File: config.mk
export PLATFORM = sky130hd
export DESIGN_NAME = cell_search
export DESIGN_NICKNAME = d
export VERILOG_FILES = /design/src/source/cell_search_pkg.sv /design/src/source/cell_search.sv /design/src/source/sss_detector.sv /design/src/source/sync_controller.sv /design/src/source/pss_correlator.sv /design/src/source/cic_decimator.sv
export SDC_FILE = /design/constraint.sdc
export NUM_CORES = 2
export LEC_CHECK = 0
export BUFFER_PORTS_ARGS = -buffer_cell sky130_fd_sc_hd__buf_2
export CORE_ASPECT_RATIO = 0.9
export CORE_UTILIZATION = 50
export DETAILED_ROUTE_END_ITERATION = 12
export PLACE_DENSITY = 0.7
export SLEW_MARGIN = 20
export SYNTH_ARGS = -nofsm -noshare
export SYNTH_HDL_FRONTEND = slang
export SYNTH_SLANG_ARGS = --single-unit
File: constraint.sdc
create_clock -name clk_i -period 19.7 [get_ports clk_i]
set_input_delay 0.985 -clock clk_i [delete_from_list [all_inputs] [get_ports clk_i]]
set_output_delay 0.985 -clock clk_i [all_outputs]
set_load 0.03 [all_outputs]
File: src/source/cell_search_pkg.sv
package cell_search_pkg;

    localparam int SAMPLE_DW = 8;
    localparam int PSS_LEN   = 16;
    localparam int SSS_LEN   = 16;
    localparam int NUM_SSS   = 4;
    localparam int METRIC_DW = 14;

    // one complex baseband sample, re in the upper byte
    typedef struct packed {
        logic signed [SAMPLE_DW-1:0] re;
        logic signed [SAMPLE_DW-1:0] im;
    } iq_sample_t;

    typedef struct packed {
        logic                 valid;
        logic [1:0]           n_id_2;
        logic [METRIC_DW-1:0] metric;   // |sum re| + |sum im| of the best sequence
    } pss_result_t;

    typedef struct packed {
        logic [1:0] n_id_1;
        logic [1:0] n_id_2;
        logic [3:0] n_id;   // 3*n_id_1 + n_id_2
    } cell_id_t;

    // sequence k sits at [k*PSS_LEN +: PSS_LEN], bit j is chip j in send order
    // 1 means +1, 0 means -1
    localparam logic [3*PSS_LEN-1:0] PSS_SEQ = {
        16'hb295,   // n_id_2 = 2
        16'h6c4b,   // n_id_2 = 1
        16'h1af3    // n_id_2 = 0
    };

    // pairwise hamming distance of 8
    localparam logic [NUM_SSS*SSS_LEN-1:0] SSS_SEQ = {
        16'h6996,   // n_id_1 = 3
        16'h33cc,
        16'h0ff0,
        16'h5a5a    // n_id_1 = 0
    };

endpackage
File: src/source/cell_search.sv
module cell_search import cell_search_pkg::*; #(
    parameter int unsigned PEAK_THRESHOLD = 600,
    parameter int unsigned SSS_OFFSET     = 20
) (
    input  logic       clk_i,
    input  logic       reset_ni,
    input  iq_sample_t sample_i,
    input  logic       sample_valid_i,
    output iq_sample_t dec_sample_o,
    output logic       dec_valid_o,
    output logic       lock_o,
    output cell_id_t   cell_id_o,
    output logic       cell_id_valid_o
);

    logic signed [SAMPLE_DW-1:0] dec_re, dec_im;
    iq_sample_t                  dec_sample;
    logic                        dec_valid;
    pss_result_t                 pss_result;
    logic                        window;
    logic [1:0]                  n_id_2;
    logic                        sss_done;

    cic_decimator #(.DW(SAMPLE_DW)) cic_re (
        .clk_i    (clk_i),
        .reset_ni (reset_ni),
        .data_i   (sample_i.re),
        .valid_i  (sample_valid_i),
        .data_o   (dec_re),
        .valid_o  (dec_valid)
    );

    // same valid as the re path, its own strobe is not needed
    cic_decimator #(.DW(SAMPLE_DW)) cic_im (
        .clk_i    (clk_i),
        .reset_ni (reset_ni),
        .data_i   (sample_i.im),
        .valid_i  (sample_valid_i),
        .data_o   (dec_im),
        .valid_o  ()
    );

    assign dec_sample   = '{re: dec_re, im: dec_im};
    assign dec_sample_o = dec_sample;
    assign dec_valid_o  = dec_valid;

    pss_correlator pss_correlator_i (
        .clk_i    (clk_i),
        .reset_ni (reset_ni),
        .sample_i (dec_sample),
        .valid_i  (dec_valid),
        .result_o (pss_result)
    );

    sync_controller #(
        .PEAK_THRESHOLD (PEAK_THRESHOLD),
        .SSS_OFFSET     (SSS_OFFSET)
    ) sync_controller_i (
        .clk_i       (clk_i),
        .reset_ni    (reset_ni),
        .result_i    (pss_result),
        .dec_valid_i (dec_valid),
        .done_i      (sss_done),
        .window_o    (window),
        .n_id_2_o    (n_id_2),
        .lock_o      (lock_o)
    );

    sss_detector sss_detector_i (
        .clk_i           (clk_i),
        .reset_ni        (reset_ni),
        .sample_i        (dec_sample),
        .window_i        (window),
        .n_id_2_i        (n_id_2),
        .done_o          (sss_done),
        .cell_id_o       (cell_id_o),
        .cell_id_valid_o (cell_id_valid_o)
    );

endmodule

File: src/source/sss_detector.sv
module sss_detector import cell_search_pkg::*; (
    input  logic       clk_i,
    input  logic       reset_ni,
    input  iq_sample_t sample_i,
    input  logic       window_i,
    input  logic [1:0] n_id_2_i,
    output logic       done_o,
    output cell_id_t   cell_id_o,
    output logic       cell_id_valid_o
);

    localparam int CNT_DW   = $clog2(SSS_LEN);
    localparam int AGREE_DW = $clog2(SSS_LEN + 1);

    logic [SSS_LEN-1:0] bits;        // bit j is the j-th windowed sample
    logic [SSS_LEN-1:0] bits_next;
    logic [CNT_DW-1:0]  bit_cnt;
    logic               last_bit;
    logic [1:0]         best_idx;

    // bpsk hard decision, 1 when re >= 0
    assign bits_next = {~sample_i.re[SAMPLE_DW-1], bits[SSS_LEN-1:1]};
    assign last_bit  = window_i && (bit_cnt == CNT_DW'(SSS_LEN - 1));

    always_comb begin
        logic [SSS_LEN-1:0]  agree;
        logic [AGREE_DW-1:0] score;
        logic [AGREE_DW-1:0] best_score;
        best_idx   = '0;
        best_score = '0;
        for (int h = 0; h < NUM_SSS; h++) begin
            agree = ~(bits_next ^ SSS_SEQ[h*SSS_LEN +: SSS_LEN]);
            score = '0;
            for (int j = 0; j < SSS_LEN; j++) begin
                score = score + AGREE_DW'(agree[j]);
            end
            if (h == 0 || score > best_score) begin
                best_idx   = 2'(h);
                best_score = score;
            end
        end
    end

    always_ff @(posedge clk_i) begin
        if (!reset_ni) begin
            bit_cnt         <= '0;
            cell_id_valid_o <= 1'b0;
        end else begin
            cell_id_valid_o <= last_bit;
            if (window_i) bit_cnt <= bit_cnt + 1'b1;   // wraps after the last chip
        end
    end

    always_ff @(posedge clk_i) begin
        if (window_i) bits <= bits_next;
        if (last_bit) begin
            cell_id_o.n_id_1 <= best_idx;
            cell_id_o.n_id_2 <= n_id_2_i;
            cell_id_o.n_id   <= 4'(best_idx) * 4'd3 + {2'b00, n_id_2_i};
        end
    end

    assign done_o = cell_id_valid_o;  // controller goes back to search

endmodule

File: src/source/sync_controller.sv
module sync_controller import cell_search_pkg::*; #(
    parameter int unsigned PEAK_THRESHOLD = 600,
    parameter int unsigned SSS_OFFSET     = 20
) (
    input  logic        clk_i,
    input  logic        reset_ni,
    input  pss_result_t result_i,
    input  logic        dec_valid_i,
    input  logic        done_i,
    output logic        window_o,
    output logic [1:0]  n_id_2_o,
    output logic        lock_o
);

    localparam int CNT_MAX = (SSS_OFFSET > SSS_LEN) ? SSS_OFFSET : SSS_LEN;
    localparam int CNT_DW  = $clog2(CNT_MAX + 1);

    typedef enum logic [1:0] {
        S_SEARCH,
        S_OFFSET,
        S_COLLECT,
        S_WAIT
    } state_t;

    state_t            state;
    logic [CNT_DW-1:0] cnt;     // decimated samples in the current state
    logic              peak;

    assign peak = result_i.valid && (result_i.metric >= METRIC_DW'(PEAK_THRESHOLD));

    always_ff @(posedge clk_i) begin
        if (!reset_ni) begin
            state <= S_SEARCH;
            cnt   <= '0;
        end else begin
            case (state)
                S_SEARCH: if (peak) begin
                    cnt   <= '0;
                    state <= (SSS_OFFSET > 1) ? S_OFFSET : S_COLLECT;
                end
                S_OFFSET: if (dec_valid_i) begin
                    if (cnt == CNT_DW'(SSS_OFFSET - 2)) begin
                        cnt   <= '0;
                        state <= S_COLLECT;
                    end else begin
                        cnt <= cnt + 1'b1;
                    end
                end
                S_COLLECT: if (dec_valid_i) begin
                    if (cnt == CNT_DW'(SSS_LEN - 1)) begin
                        cnt   <= '0;
                        state <= S_WAIT;
                    end else begin
                        cnt <= cnt + 1'b1;
                    end
                end
                S_WAIT: if (done_i) state <= S_SEARCH;
                default: state <= S_SEARCH;
            endcase
        end
    end

    // id of the locked peak, held for the detector
    always_ff @(posedge clk_i) begin
        if (state == S_SEARCH && peak) n_id_2_o <= result_i.n_id_2;
    end

    assign window_o = (state == S_COLLECT) && dec_valid_i;
    assign lock_o   = (state != S_SEARCH);

endmodule

File: src/source/pss_correlator.sv
module pss_correlator import cell_search_pkg::*; (
    input  logic        clk_i,
    input  logic        reset_ni,
    input  iq_sample_t  sample_i,
    input  logic        valid_i,
    output pss_result_t result_o
);

    localparam int NUM_PSS = 3;
    localparam int SUM_DW  = SAMPLE_DW + $clog2(PSS_LEN) + 1;

    iq_sample_t           hist [PSS_LEN-1];   // older samples, hist[0] newest
    iq_sample_t           window [PSS_LEN];
    logic [1:0]           best_idx;
    logic [METRIC_DW-1:0] best_metric;

    // window[0] is the incoming sample and lines up with the last chip
    always_comb begin
        window[0] = sample_i;
        for (int m = 1; m < PSS_LEN; m++) begin
            window[m] = hist[m-1];
        end
    end

    always_comb begin
        logic signed [SUM_DW-1:0] acc_re;
        logic signed [SUM_DW-1:0] acc_im;
        logic [SUM_DW-1:0]        abs_re;
        logic [SUM_DW-1:0]        abs_im;
        logic [METRIC_DW-1:0]     metric;
        best_idx    = '0;
        best_metric = '0;
        for (int k = 0; k < NUM_PSS; k++) begin
            acc_re = '0;
            acc_im = '0;
            for (int j = 0; j < PSS_LEN; j++) begin
                if (PSS_SEQ[k*PSS_LEN + j]) begin
                    acc_re = acc_re + window[PSS_LEN-1-j].re;
                    acc_im = acc_im + window[PSS_LEN-1-j].im;
                end else begin
                    acc_re = acc_re - window[PSS_LEN-1-j].re;
                    acc_im = acc_im - window[PSS_LEN-1-j].im;
                end
            end
            abs_re = (acc_re < 0) ? -acc_re : acc_re;
            abs_im = (acc_im < 0) ? -acc_im : acc_im;
            metric = METRIC_DW'(abs_re) + METRIC_DW'(abs_im);
            if (k == 0 || metric > best_metric) begin  // strict compare, lowest index wins ties
                best_idx    = 2'(k);
                best_metric = metric;
            end
        end
    end

    always_ff @(posedge clk_i) begin
        if (!reset_ni) begin
            for (int m = 0; m < PSS_LEN-1; m++) begin
                hist[m] <= '0;
            end
            result_o.valid <= 1'b0;
        end else begin
            result_o.valid <= valid_i;
            if (valid_i) begin
                hist[0] <= sample_i;
                for (int m = 1; m < PSS_LEN-1; m++) begin
                    hist[m] <= hist[m-1];
                end
            end
        end
    end

    always_ff @(posedge clk_i) begin
        if (valid_i) begin
            result_o.n_id_2 <= best_idx;
            result_o.metric <= best_metric;
        end
    end

endmodule

File: src/source/cic_decimator.sv
module cic_decimator #(
    parameter int DW = 8
) (
    input  logic                 clk_i,
    input  logic                 reset_ni,
    input  logic signed [DW-1:0] data_i,
    input  logic                 valid_i,
    output logic signed [DW-1:0] data_o,
    output logic                 valid_o
);

    localparam int W = DW + 2;  // growth of N=2, R=2

    logic signed [W-1:0] integ1, integ2;
    logic signed [W-1:0] integ1_next, integ2_next;
    logic signed [W-1:0] comb1_dly, comb2_dly;
    logic signed [W-1:0] comb1, comb2;
    logic                phase;    // high on the second input of a pair

    always_comb begin
        integ1_next = integ1 + W'(data_i);
        integ2_next = integ2 + integ1_next;
        comb1       = integ2_next - comb1_dly;
        comb2       = comb1 - comb2_dly;
    end

    always_ff @(posedge clk_i) begin
        if (!reset_ni) begin
            integ1    <= '0;
            integ2    <= '0;
            comb1_dly <= '0;
            comb2_dly <= '0;
            phase     <= 1'b0;
            valid_o   <= 1'b0;
        end else begin
            valid_o <= valid_i && phase;
            if (valid_i) begin
                integ1 <= integ1_next;
                integ2 <= integ2_next;
                phase  <= ~phase;
                if (phase) begin
                    // combs only run at the decimated rate
                    comb1_dly <= integ2_next;
                    comb2_dly <= comb1;
                end
            end
        end
    end

    // gain of 4 removed by dropping the two lsbs
    always_ff @(posedge clk_i) begin
        if (valid_i && phase) begin
            data_o <= comb2[W-1:2];
        end
    end

endmodule

# Word level (Yosys, flattened, before mapping)
# Memory sizes are Yosys's and may differ from the RTL's.
# Cells that the tools add are included.
# totals
reg_bits,154
mem_bits_rw,240
elab_cells,302
memories,1
# memory_table
name,words,word_bits,rd,rd_ports_with_merged_regs,wr,line,text
pss_correlator_i.hist,15,16,15,0,15,pss_correlator.sv:12,iq_sample_t hist [PSS_LEN-1];
# classes
n_addsub,166
n_mul,1
order_cmp,12
eq_ne,12
mux,46
bitwise,26
n_reduce_logical,13
# ops
op,n
subtractor 13 x 8 -> 13 bit,40
adder 13 x 8 -> 13 bit,38
adder 5 x 1 -> 5 bit,56
2-to-1 mux 16 bit,15
< comparator 13 x 1 -> 1 bit (second input constant),6
2-to-1 mux 13 bit,6
negation 13 bit,6
NOT 16 bit,4
adder 13 x 13 -> 14 bit,3
subtractor 10 bit,4
2-to-1 mux 5 bit,7
NOT 8 bit,4
> comparator 14 bit,2
2-to-1 mux 14 bit,2
adder 10 bit,2
adder 10 x 8 -> 10 bit,2
adder 9 x 8 -> 10 bit,2
subtractor 9 x 8 -> 10 bit,2
adder 8 x 8 -> 9 bit,2
subtractor 8 x 8 -> 9 bit,2
2-to-1 mux 2 bit,8
> comparator 5 bit,3
bitwise OR 1 bit,15
case mux 5 bit (3 select lines),1
other kinds (23),44

# Logic depth before layout (Yosys ltp)
# depth
word_depth,25
ltp_mapped,59

# Hierarchy
# From an unflattened synthesis, not the netlist that was laid out.
# unflattened
hier_cells,4279
hier_area_um2,45680.1
# modules_own_cells
module,instances,cells_each,area_per_inst_um2
pss_correlator,1,3204,35357.7
cic_decimator,2,375,3390.8
sss_detector,1,253,2916.5
sync_controller,1,72,624.3

# Least setup slack after synthesis
# OpenSTA, ideal clock, no wires.
# synth_path
path_kind,reg2reg
start,mem pss_correlator_i.hist[0][193] (netlist name)
end,reg pss_correlator_i.result_o[10] (netlist name) (data pin)
setup_ns,0.264
t_arrival_ns,11.600
required_time_ns,19.436
slack_ns,7.836
path_stages_with_launch,59
path_buffers,3
period_less_slack_ns,11.864
path_cell_list,edfxtp_1 inv_1 fa_1 inv_1 ha_1 a21o_1 a21oi_1 o21bai_1 a21oi_1 o21bai_1 a21oi_1 xnor2_1 inv_1 fa_1 inv_1 fa_1 inv_1 fa_1 (+23 left out) ha_1 o21a_1 o21a_1 o21a_1 o221ai_1 a31oi_1 clkbuf_1 nor2_1 a21oi_1 ha_1 a21oi_1 nor2b_1 o21ai_0 nand2_1 a221oi_1 a21oi_1 buf_2 mux2i_1
# synth_lines
element,line,text
from (decl),pss_correlator.sv:12,
to (decl),pss_correlator.sv:6,output pss_result_t result_o

==> results.ini <==
[yosys]
synth_area_leaders=fa_1, edfxtp_1, ha_1, inv_1, dfxtp_1
postSynthCellCount=4235
ys_types=76
yosys-top-cells-count=inv_1, fa_1, ha_1
synth_seq_cells=390
yosysSeqAreaShare_pct=24.0
synth_top_area_share_pct=34.6
synth_flop_cell=edfxtp_1
syn-num-nets=5362
yosysMostFrequentCell=inv_1
yosys.area.top_type=fa_1
avgSynthCellArea_um2=10.6
syn_area_um2=44800
async_flop_share_pct=0
yosysWarningCount=0
synth-edff-count=294

[timing]
worstMarginPinSlew_ps=1030
fin_setup_tns_ps=0
period_share_pct=71.7
maxSlewViolCount=0
relSlewSlack_pct=31.1
fin_crit_ps=14120
rsz0062_at_grt=false
fmax_mhz=70.8
hold_viol_final=0
fin_skew_ps=50.9
setup-violations-final=0

[detailed_routing]
dr.pass1.iters=6
wirelength_met1_um=45400
drc=0
wl_um=101000
highest_layer=met4
vias=28400
wire_per_inst_um=18.5
met2_length_um=46500
drt-initial-drc-count=2011
wl_met3_um=5760
viasPerCell=5.20
ant_nets=0

[setup_path]
setup.worst_path.class=flip-flop to flip-flop
cp_common_cell=fa_1
slowest_stage=xnor2_1
cp_num_buf_inv=7
critPathMaxStageDelay_ps=870
crit_required_ps=20000
start_kind=flip-flop
worstPathArrival_ps=14420
cp_max_fo=14
cp_top_family=compound AO/OA/AOI/OAI gates
critPathCaptureType=flip-flop

[place]
io_buffers=45
gp_congestion=0.953
place_hpwl_um=83000

[cts]
htreeDepth=2
cts_buffers=48
clkSlewWorstSetupHoldPaths_ps=60
cts_buffer_depth=3
ctsHoldBuffers=0
clk_latency_ps=630
cts-root-buf=clkbuf_16
postCtsSetupBuffers=0
cts_resized=0
cts.sinks=390
cts_tree=done

[final_layout]
fill_cells=7472
insertedDiodeCount=0
drive_gt1_share_pct=4.23
area_growth_pct=7.23
final_nets=5396

[die]
die-area_um2=90900
die_h_um=286
initial_utilization_pct=50.8
io_pins=46
die_w_um=318
core_um2=88300
rows=103

[grt]
antenna_found_initial=1
grt_max_degree=118
grt_pass1_vias=30600
grt_use_total_pct=23.5
grt_pass1_wl_um=167000
grt_overflow=0

[min_path]
worstHoldPathType=flip-flop to flip-flop

[outcome]
outcome=finished, final reports clean

[run]
drv_cap=0

## layout by cell type (no fill, tap or decap), types with 14 or more instances in the layout
master | Yosys | final
clkbuf_16 | 0 | 49
mux2i_1 | 54 | 54
nand2_1 | 111 | 110
nor3_1 | 112 | 112
a21o_1 | 47 | 47
buf_2 | 6 | 44
a21oi_1 | 179 | 178
nor2_1 | 257 | 257
inv_1 | 1029 | 1028
o21ai_0 | 80 | 80
and2_1 | 38 | 38
fa_1 | 775 | 775
a211oi_1 | 28 | 28
nand4_1 | 14 | 14
nand3_1 | 32 | 32
and3_1 | 89 | 89
edfxtp_1 | 294 | 294
xnor2_1 | 191 | 191
dfxtp_1 | 96 | 95
ha_1 | 333 | 333
nand2b_1 | 27 | 27
o21a_1 | 42 | 42
xor2_1 | 81 | 81
nor2b_1 | 47 | 47
buf_4 | 0 | 15
o21bai_1 | 29 | 29
## layout make-up
class / count / area, um^2 / share of cell area [%]
clock inverter: 27 / 422 / 0.877
inverter: 1030 / 3870 / 8.06
multi-input combinational: 2740 / 29900 / 62.3
timing repair buffer: 59 / 333 / 0.692
clock buffer: 59 / 1300 / 2.71
tap: 1155 / 1450 / 3.01
sequential: 390 / 10800 / 22.4
## kinds of logic after synthesis
family | Yosys count | synth area share, %
fa+ha+maj | 1108 | 43.9
buf+inv | 1105 | 9.27
simple gates | 778 | 8.57
compound gates | 516 | 7.46
flops | 390 | 24.0
xor+xnor | 272 | 5.31
mux | 66 | 1.51
## worst register-to-register path: cells and delay by family, from the launching register on
kind            cells  cell delay (ps)
compound gates     26             5640
mux                 2              540
flops               1              380
fa+ha+maj          12             5140
buf+inv             7              680
xor+xnor            4             1430
## state kept, by name (all words and copies together) (netlist names), 5 cells and up
name	cells
pss_correlator_i.hist	240
sss_detector_i.bits	15
pss_correlator_i.result_o	14
cic_im.comb1_dly	10
cic_im.comb2_dly	10
cic_im.integ1	10
cic_im.integ2	10
cic_re.comb1_dly	10
cic_re.comb2_dly	10
cic_re.integ1	10
cic_re.integ2	10
cic_im.data_o	8
cic_re.data_o	8
sss_detector_i.cell_id_o	8
sync_controller_i.cnt	5
## metal layers
layer	GRT usage (%)	up-vias
li1	-	13500
met4	7.05	0
met5	0	-
met3	3.36	140
met1	33.0	14100
met2	37.8	707
## through the flow
step	instances	setup WS [ps]	cell area, um^2	hold slack [ps]	util, %
floorplan	4235	7840	44800	400	-
global route	5460	4700	48100	469	54.5
finish	5460	5580	48100	451	54.5
detailed placement	5374	5760	46400	440	52.5
global placement	5374	6060	46400	432	52.5
CTS	5460	5630	48100	454	54.5
## path summary, 6_finish.rpt
path | start | cells past startpoint | to | slack [ps]
max | pss_correlator_i.hist[0][193]$_SDFFCE_PN0P_ | 51 | pss_correlator_i.result_o[7]$_DFFE_PP_ | 5580
min | cic_re.comb1_dly[7]$_SDFFE_PN0P_ | 2 | cic_re.comb1_dly[7]$_SDFFE_PN0P_ | 450
max reg2reg | pss_correlator_i.hist[0][193]$_SDFFCE_PN0P_ | 51 | pss_correlator_i.result_o[7]$_DFFE_PP_ | 5580
min reg2reg | cic_re.comb1_dly[7]$_SDFFE_PN0P_ | 2 | cic_re.comb1_dly[7]$_SDFFE_PN0P_ | 450
Power is not shown: default switching activity piles up to over one toggle a cycle in this logic, so the estimate is an artifact.
